--- src/logic/analog_params.svh ---
// widths, region map and housekeeping register offsets for the analog front end
`ifndef ANALOG_PARAMS_SVH
`define ANALOG_PARAMS_SVH

////////////////////////////////////////////////////////////
// data widths
////////////////////////////////////////////////////////////

`define ADC_W       14          // converter sample width
`define BUS_W       32          // system bus data and address

////////////////////////////////////////////////////////////
// system bus region map
////////////////////////////////////////////////////////////

`define REGION_N    8           // 1 MiB regions
`define REGION_LSB  20          // region field starts here

////////////////////////////////////////////////////////////
// housekeeping block, region 0
////////////////////////////////////////////////////////////

`define HK_ID_VALUE  32'h0A11_0001  // read-only board id
`define HK_OFS_ID    20'h00000
`define HK_OFS_LOOP  20'h0000C      // bit 0 = digital loop
`define HK_OFS_LED   20'h00030      // 8 LEDs
`define HK_OFS_DAC_A 20'h00040      // channel A setpoint
`define HK_OFS_DAC_B 20'h00044      // channel B setpoint

`endif

--- src/logic/analog_pkg.sv ---
// sample types, bus word type and the two-view system bus address union
`include "analog_params.svh"

package analog_pkg;

  // two's complement, as seen by the processing side
  typedef logic signed [`ADC_W-1:0] sample_t;

  // unsigned negative-slope code, as seen on the converter pins
  typedef logic [`ADC_W-1:0] raw_code_t;

  typedef logic [`BUS_W-1:0] bus_word_t;

  // split view of the address
  // upper bits are don't care, region picks the 1 MiB slot
  typedef struct packed {
    logic [`BUS_W-`REGION_LSB-$clog2(`REGION_N)-1:0] upper;
    logic [$clog2(`REGION_N)-1:0]                    region;  // slot select
    logic [`REGION_LSB-1:0]                          offset;  // byte offset in slot
  } sys_addr_fields_t;

  // decoder reads .f.region, hk block reads .f.offset
  typedef union packed {
    logic [`BUS_W-1:0] flat;
    sys_addr_fields_t  f;
  } sys_addr_u;

endpackage

--- src/logic/bus_decoder.sv ---
// system bus region decoder with enable fan-out, read mux and empty-slot answers
`timescale 1ns/100ps
`include "analog_params.svh"

module bus_decoder (
  input  logic                  adc_clk,      // assertion clock only
  input  logic                  rst_n_i,
  input  analog_pkg::sys_addr_u sys_addr_i,
  input  logic                  sys_wen_i,
  input  logic                  sys_ren_i,
  input  analog_pkg::bus_word_t hk_rdata_i,
  input  logic                  hk_ack_i,
  input  logic                  hk_err_i,
  output logic                  hk_wen_o,
  output logic                  hk_ren_o,
  output analog_pkg::bus_word_t sys_rdata_o,
  output logic                  sys_ack_o,
  output logic                  sys_err_o
);

  import analog_pkg::*;

  logic [`REGION_N-1:0] region_cs;        // one-hot slot select
  logic [`REGION_N-1:0] region_ack;
  logic [`REGION_N-1:0] region_err;
  bus_word_t            region_rdata [`REGION_N];
  logic                 sys_req;

  assign sys_req   = sys_wen_i | sys_ren_i;
  assign region_cs = {{(`REGION_N-1){1'b0}}, 1'b1} << sys_addr_i.f.region;

  // only slot 0 is populated
  assign hk_wen_o = region_cs[0] & sys_wen_i;
  assign hk_ren_o = region_cs[0] & sys_ren_i;

  // per-slot answers, empty slots ack at once with zero data
  always_comb
  begin
    for (int r = 0; r < `REGION_N; r++)
    begin
      region_rdata[r] = '0;
      region_ack[r]   = sys_req;  // same-cycle ack
      region_err[r]   = 1'b0;
    end
    region_rdata[0] = hk_rdata_i;
    region_ack[0]   = hk_ack_i;   // registered in hk block
    region_err[0]   = hk_err_i;
  end

  assign sys_rdata_o = region_rdata[sys_addr_i.f.region];
  assign sys_ack_o   = |(region_cs & region_ack);
  assign sys_err_o   = |(region_cs & region_err);

  // master holds the address until ack, so region 0 here
  // means the request a cycle back went to hk as well
  a_hk_ack_has_request : assert property (
    @(posedge adc_clk) disable iff (!rst_n_i)
    (sys_ack_o && region_cs[0]) |-> $past(hk_wen_o || hk_ren_o)
  ) else $error("region 0 ack without a region 0 request");

endmodule

--- src/logic/hk_regs.sv ---
// housekeeping registers on region 0: id, digital loop, LEDs and DAC setpoints
`timescale 1ns/100ps
`include "analog_params.svh"

module hk_regs (
  input  logic                  adc_clk,
  input  logic                  rst_n_i,
  input  analog_pkg::sys_addr_u sys_addr_i,
  input  analog_pkg::bus_word_t sys_wdata_i,
  input  logic                  wen_i,
  input  logic                  ren_i,
  output analog_pkg::bus_word_t rdata_o,
  output logic                  ack_o,
  output logic                  err_o,
  output logic                  digital_loop_o,
  output logic [7:0]            led_o,
  output analog_pkg::sample_t   dac_set_a_o,
  output analog_pkg::sample_t   dac_set_b_o
);

  import analog_pkg::*;

  bus_word_t rd_word;       // read mux result
  logic      ofs_hit;       // offset is a known register
  logic      ofs_ro;        // read-only offset
  logic      wr_ok;

  ////////////////////////////////////////////////////////////
  // offset decode and read mux
  ////////////////////////////////////////////////////////////

  always_comb
  begin
    rd_word = '0;
    ofs_hit = 1'b1;
    ofs_ro  = 1'b0;
    case (sys_addr_i.f.offset)
      `HK_OFS_ID:    begin rd_word = `HK_ID_VALUE; ofs_ro = 1'b1; end
      `HK_OFS_LOOP:  rd_word = {{(`BUS_W-1){1'b0}}, digital_loop_o};
      `HK_OFS_LED:   rd_word = {{(`BUS_W-8){1'b0}}, led_o};
      // setpoints read back zero-extended, as written
      `HK_OFS_DAC_A: rd_word = {{(`BUS_W-`ADC_W){1'b0}}, dac_set_a_o};
      `HK_OFS_DAC_B: rd_word = {{(`BUS_W-`ADC_W){1'b0}}, dac_set_b_o};
      default:       ofs_hit = 1'b0;
    endcase
  end

  assign wr_ok = wen_i & ofs_hit & ~ofs_ro;

  ////////////////////////////////////////////////////////////
  // registers
  ////////////////////////////////////////////////////////////

  always_ff @(posedge adc_clk or negedge rst_n_i)
  begin
    if (!rst_n_i)
    begin
      digital_loop_o <= 1'b0;
      led_o          <= '0;
      dac_set_a_o    <= '0;
      dac_set_b_o    <= '0;
    end
    else if (wr_ok)
    begin
      case (sys_addr_i.f.offset)
        `HK_OFS_LOOP:  digital_loop_o <= sys_wdata_i[0];
        `HK_OFS_LED:   led_o          <= sys_wdata_i[7:0];
        `HK_OFS_DAC_A: dac_set_a_o    <= sys_wdata_i[`ADC_W-1:0];
        `HK_OFS_DAC_B: dac_set_b_o    <= sys_wdata_i[`ADC_W-1:0];
        default:       ;  // id is read-only
      endcase
    end
  end

  // answer one cycle after the enable
  always_ff @(posedge adc_clk or negedge rst_n_i)
  begin
    if (!rst_n_i)
    begin
      ack_o <= 1'b0;
      err_o <= 1'b0;
    end
    else
    begin
      ack_o <= wen_i | ren_i;
      err_o <= (ren_i & ~ofs_hit) | (wen_i & ~(ofs_hit & ~ofs_ro));
    end
  end

  always_ff @(posedge adc_clk or negedge rst_n_i)
  begin
    if (!rst_n_i)
      rdata_o <= '0;
    else if (ren_i)
      rdata_o <= rd_word;   // held until the next read
  end

  // one ack per enable, next enable only after the answer
  a_ack_one_cycle : assert property (
    @(posedge adc_clk) disable iff (!rst_n_i)
    (wen_i || ren_i) |=> (ack_o && !(wen_i || ren_i))
  ) else $error("hk ack not exactly one cycle after a single enable");

endmodule

--- src/logic/adc_frontend.sv ---
// ADC input registers, negative-slope to two's complement conversion, loop select
`timescale 1ns/100ps
`include "analog_params.svh"

module adc_frontend (
  input  logic                  adc_clk,
  input  logic                  rst_n_i,
  input  analog_pkg::raw_code_t adc_dat_a_i,
  input  analog_pkg::raw_code_t adc_dat_b_i,
  input  logic                  digital_loop_i,
  input  analog_pkg::sample_t   loop_a_i,      // DAC-side setpoints
  input  analog_pkg::sample_t   loop_b_i,
  output analog_pkg::sample_t   adc_a_o,
  output analog_pkg::sample_t   adc_b_o
);

  import analog_pkg::*;

  // keep sign bit, flip magnitude bits
  function automatic sample_t code_to_sample(input raw_code_t code);
    code_to_sample = {code[`ADC_W-1], ~code[`ADC_W-2:0]};
  endfunction

  sample_t conv_a;
  sample_t conv_b;

  assign conv_a = code_to_sample(adc_dat_a_i);
  assign conv_b = code_to_sample(adc_dat_b_i);

  // pin register, conversion and loop mux share one stage
  always_ff @(posedge adc_clk or negedge rst_n_i)
  begin
    if (!rst_n_i)
    begin
      adc_a_o <= '0;
      adc_b_o <= '0;
    end
    else
    begin
      adc_a_o <= digital_loop_i ? loop_a_i : conv_a;  // loopback wins
      adc_b_o <= digital_loop_i ? loop_b_i : conv_b;
    end
  end

endmodule

--- src/logic/dac_backend.sv ---
// DAC code conversion, output registers and half-rate channel interleave
`timescale 1ns/100ps
`include "analog_params.svh"

module dac_backend (
  input  logic                  adc_clk,
  input  logic                  rst_n_i,
  input  analog_pkg::sample_t   dac_a_i,
  input  analog_pkg::sample_t   dac_b_i,
  output analog_pkg::raw_code_t dac_dat_o,   // shared A/B bus
  output logic                  dac_sel_o    // 1 = channel A
);

  import analog_pkg::*;

  // same bit rule as the ADC side, run backwards
  function automatic raw_code_t sample_to_code(input sample_t smp);
    sample_to_code = {smp[`ADC_W-1], ~smp[`ADC_W-2:0]};
  endfunction

  raw_code_t dac_code_a_q;
  raw_code_t dac_code_b_q;
  logic      phase_q;

  ////////////////////////////////////////////////////////////
  // output registers
  ////////////////////////////////////////////////////////////

  always_ff @(posedge adc_clk or negedge rst_n_i)
  begin
    if (!rst_n_i)
    begin
      dac_code_a_q <= '0;   // bus idles at 0 in reset
      dac_code_b_q <= '0;
    end
    else
    begin
      dac_code_a_q <= sample_to_code(dac_a_i);
      dac_code_b_q <= sample_to_code(dac_b_i);
    end
  end

  ////////////////////////////////////////////////////////////
  // interleave
  ////////////////////////////////////////////////////////////

  always_ff @(posedge adc_clk or negedge rst_n_i)
  begin
    if (!rst_n_i)
      phase_q <= 1'b0;
    else
      phase_q <= ~phase_q;  // toggles every cycle
  end

  assign dac_sel_o = phase_q;
  assign dac_dat_o = phase_q ? dac_code_a_q : dac_code_b_q;  // each channel every 2nd cycle

  // first edge out of reset is skipped, select only leaves 0 there
  a_sel_toggles : assert property (
    @(posedge adc_clk) disable iff (!rst_n_i)
    $past(rst_n_i) |-> (dac_sel_o != $past(dac_sel_o))
  ) else $error("dac_sel_o missed a toggle");

endmodule

--- src/logic/analog_top.sv ---
// analog front end top level: bus decoder, housekeeping, ADC and DAC paths
`timescale 1ns/100ps
`include "analog_params.svh"

module analog_top (
  input  logic                  adc_clk,
  input  logic                  rst_n_i,
  // converter pins
  input  analog_pkg::raw_code_t adc_dat_a_i,
  input  analog_pkg::raw_code_t adc_dat_b_i,
  // system bus
  input  analog_pkg::sys_addr_u sys_addr_i,
  input  analog_pkg::bus_word_t sys_wdata_i,
  input  logic                  sys_wen_i,
  input  logic                  sys_ren_i,
  output analog_pkg::bus_word_t sys_rdata_o,
  output logic                  sys_ack_o,
  output logic                  sys_err_o,
  // processed samples
  output analog_pkg::sample_t   adc_a_o,
  output analog_pkg::sample_t   adc_b_o,
  // DAC bus
  output analog_pkg::raw_code_t dac_dat_o,
  output logic                  dac_sel_o,
  output logic [7:0]            led_o
);

  import analog_pkg::*;

  ////////////////////////////////////////////////////////////
  // bus decode
  ////////////////////////////////////////////////////////////

  logic      hk_wen;
  logic      hk_ren;
  bus_word_t hk_rdata;
  logic      hk_ack;
  logic      hk_err;
  logic      digital_loop;
  sample_t   dac_set_a;     // setpoints drive DAC and loopback
  sample_t   dac_set_b;

  bus_decoder bus_decoder_i (
    .adc_clk     (adc_clk),
    .rst_n_i     (rst_n_i),
    .sys_addr_i  (sys_addr_i),
    .sys_wen_i   (sys_wen_i),
    .sys_ren_i   (sys_ren_i),
    .hk_rdata_i  (hk_rdata),
    .hk_ack_i    (hk_ack),
    .hk_err_i    (hk_err),
    .hk_wen_o    (hk_wen),
    .hk_ren_o    (hk_ren),
    .sys_rdata_o (sys_rdata_o),
    .sys_ack_o   (sys_ack_o),
    .sys_err_o   (sys_err_o)
  );

  hk_regs hk_regs_i (
    .adc_clk        (adc_clk),
    .rst_n_i        (rst_n_i),
    .sys_addr_i     (sys_addr_i),   // offset view used inside
    .sys_wdata_i    (sys_wdata_i),
    .wen_i          (hk_wen),
    .ren_i          (hk_ren),
    .rdata_o        (hk_rdata),
    .ack_o          (hk_ack),
    .err_o          (hk_err),
    .digital_loop_o (digital_loop),
    .led_o          (led_o),
    .dac_set_a_o    (dac_set_a),
    .dac_set_b_o    (dac_set_b)
  );

  ////////////////////////////////////////////////////////////
  // analog paths
  ////////////////////////////////////////////////////////////

  adc_frontend adc_frontend_i (
    .adc_clk        (adc_clk),
    .rst_n_i        (rst_n_i),
    .adc_dat_a_i    (adc_dat_a_i),
    .adc_dat_b_i    (adc_dat_b_i),
    .digital_loop_i (digital_loop),
    .loop_a_i       (dac_set_a),
    .loop_b_i       (dac_set_b),
    .adc_a_o        (adc_a_o),
    .adc_b_o        (adc_b_o)
  );

  dac_backend dac_backend_i (
    .adc_clk   (adc_clk),
    .rst_n_i   (rst_n_i),
    .dac_a_i   (dac_set_a),
    .dac_b_i   (dac_set_b),
    .dac_dat_o (dac_dat_o),
    .dac_sel_o (dac_sel_o)
  );

endmodule

--- config.mk ---
export PLATFORM = sky130hd
export DESIGN_NAME = analog_top
export DESIGN_NICKNAME = d
export VERILOG_FILES = /design/src/logic/analog_pkg.sv /design/src/logic/bus_decoder.sv /design/src/logic/hk_regs.sv /design/src/logic/adc_frontend.sv /design/src/logic/dac_backend.sv /design/src/logic/analog_top.sv
export VERILOG_INCLUDE_DIRS = /design/src /design/src/logic
export SDC_FILE = /design/constraint.sdc
export NUM_CORES = 1
export LEC_CHECK = 0
export BUFFER_PORTS_ARGS = -buffer_cell sky130_fd_sc_hd__buf_2
export CORE_AREA = 10 10 106 108
export CTS_CLUSTER_SIZE = 24
export DETAILED_ROUTE_END_ITERATION = 10
export DIE_AREA = 0 0 116 118
export HOLD_SLACK_MARGIN = 0.06
export PLACE_DENSITY_LB_ADDON = 0.25
export SYNTH_ARGS = -nofsm -noshare
export SYNTH_HDL_FRONTEND = slang
export SYNTH_SLANG_ARGS = --single-unit
--- constraint.sdc ---
create_clock -name adc_clk -period 2.15 [get_ports adc_clk]
set_input_delay 0.215 -clock adc_clk [delete_from_list [all_inputs] [get_ports adc_clk]]
set_output_delay 0.215 -clock adc_clk [all_outputs]
set_load 0.05 [all_outputs]
==> impl_metrics.toml <==
[outcome]
status = "complete, no violations"

[global_routing]
antenna_found_initial = 0
grt_pass1_wl_mm = 18.97
track_usage = 0.1758
overflow = 0
first_global_vias = 3709
grt_max_degree = 112

[routing]
vias = 3489
drtAntennaViolNets = 0
first_pass_iters = 4
via_per_inst = 5.101
wl_per_cell_um = 17.56
drc_errors = 0
drtIter0Drc = 165
wl_mm = 12.01

[placement]
io_buffer_count = 139
finalWeightedCongestion = 0.9206
dp_cells = 640
dpl_worst_slack_ns = 0.06902
dp_hpwl_mm = 8.500
dpl_cell_area_um2 = 5549

[clocking]
htreeDepth = 3
cts_tree = "built"
clock_latency_ns = 0.36
clock_path_buffers = 2
cts.clk_slew.worst_paths_ns = 0.10
clock-root-buffer = "clkbuf_8"
numCtsBuffers = 9
cts.sinks = 111
cts_resized = 0

[synth]
synth-edff-count = 0
synth.avg_cell_area_um2 = 11.96
synth_cell_types = 39
synth_cells = 396
synth.largest_area_cell = "dfrtp_1"
synth_seq_cells = 111
syn_area_um2 = 4737
ys_top_cells_by_area = "dfrtp_1, mux2_2, mux2i_1, nand2_1, o21ai_0"
ys_async_sr_fraction = 1.000
yosysWarnings = 0
ys_seq_area_frac = 0.5864
netlist.area_leader.share = 0.5864
yosys_most_used_dff = "dfrtp_1"

[pwr]
seq_power_share = 0.554
clockPowerShare = 0.335
p_leak_nw = 2.924
p_total_mw = 3.826
internal-power_mw = 2.820
power_density_nw_per_um2 = 634.0
p_sw_mw = 1.005
irDropWorstVdd_mv = 0.3485
combPwrFrac = 0.110
swShare = 0.2628

[finish]
mostFrequentLayoutCell = "buf_2"
fillerInstances = 724
layout-drive-gt1-share = 0.3909
antennaDiodeCount = 0
layoutNonFillerInstCount = 684
fin_nets = 664
post-route-util = 0.6625
area_growth_pct = 27.39
final_area_um2 = 6035
final_cell_mix = "buf_2, dfrtp_1, nand2_1"

[flow_run]
timing.max_cap.violations = 0

[die]
coreArea_um2 = 9109
die_h_um = 118
die_w_um = 116
start_util = 0.5201
ios = 181
rows = 35
dieArea_um2 = 13690

[timing]
timing.final.ws_setup_ns = 0.1696
slew_headroom = 0.4253
clock_skew_ns = 0.01202
tightest_slew_ns = 0.8620
setup_viol = 0
rsz0062_at_grt = "false"
fin_crit_sh = 0.9211
hold_viol_final = 0
fmaxAchievable_mhz = 505.0
tns_ns = 0
slew_violations = 0
whs_ns = 0.07974
min_period_ns = 1.980

[min_path]
hp-class = "input port to flop"
hold_start = "adc_dat_a_i[13]"

[worst_setup_path]
startpoint_type = "flop"
worst_ep_arrival_time_ns = 1.77
critPathRequiredTime_ns = 1.93
cp_max_fo = 10
r2r_start = "hk_regs_i.digital_loop_o"
crit_type = "flop to output pin"
startpoint = "dac_backend_i.dac_sel_o"
crit_path_end_kind = "output pin"
layout make-up:
cell class	count	area (um^2)	area share
clock buffer	10	137.6	0.02281
tap	111	138.9	0.02301
sequential	111	2779	0.4605
inverter	28	105.1	0.01742
clock inverter	6	67.56	0.01120
multi-input combinational	235	1695	0.2809
timing repair buffer	183	1111	0.1841
kinds of logic after synthesis:
logic type / Yosys count / share of synthesized area
flip-flops: 111 / 0.5864
AND/OR/NAND/NOR: 99 / 0.1160
multiplexers: 67 / 0.1601
buffers and inverters: 63 / 0.06894
AO/OA/AOI/OAI: 55 / 0.06788
other: 1 / 0.0007916
what timing repair did:
item | CTS | global route
hold buffers | 28 | 0
hold endpoints to repair | 138 | 0
setup buffers | 0 | 0
synthesized netlist by cell type (2+ instances only):
cell and n:
inv_1 28, clkbuf_1 14, mux2i_1 27, mux2_2 30, or3_1 2, or3_4 2
and2_1 16, nor4_2 4, buf_4 17, nand3_1 3, o21ai_0 32, nand2_1 44
nor2_1 9, nor3_1 5, o31ai_1 8, nor4_1 2, mux2_4 10, a21oi_1 4
a22oi_1 9, dfrtp_1 111
critical path, cell delays in order (launching register included):
cell and delay (ns):
dfrtp_1 0.54, buf_4 0.28, mux2_2 0.37, buf_2 0.22
power by group through the flow:
stage               clock, mW  sequential, mW  combinational, mW
detailed placement          0            2.16              0.385
global route             1.37            2.12              0.455
floorplan                   0            2.26              0.137
finish                   1.28            2.12              0.423
CTS                      1.30            2.12              0.425
global placement            0            2.16              0.379
final timing paths:
path	depth (start not counted)	slack (ns)	to
max reg2reg	4	0.71	hk_regs_i.rdata_o[0]
min in group asynchronous	3	0.47	adc_frontend_i.adc_a_o[12]
max	3	0.17	dac_dat_o[0]
min	2	0.08	adc_frontend_i.adc_a_o[13]
min reg2reg	1	0.44	dac_backend_i.dac_code_a_q[1]
max in group asynchronous	3	1.22	hk_regs_i.digital_loop_o
sequential cells by signal, indices dropped and copies added, names as in the netlist:
name and count:
adc_frontend_i.adc_a_o 14, dac_backend_i.dac_code_a_q 14, dac_backend_i.dac_code_b_q 14, hk_regs_i.dac_set_b_o 14, dac_backend_i.dac_sel_o 1, hk_regs_i.dac_set_a_o 14, hk_regs_i.digital_loop_o 1, adc_frontend_i.adc_b_o 14
hk_regs_i.err_o 1, hk_regs_i.led_o 8, hk_regs_i.rdata_o 15, hk_regs_i.ack_o 1
per-layer routing:
metal	vias up	wire length, um	global-route usage
li1	1650	-	-
met1	1700	4799	0.2022
met2	122	5914	0.2937
met3	17	1081	0.05708
met4	0	216	0.06729
met5	-	0	0
Power figures use the tool's default switching activity.
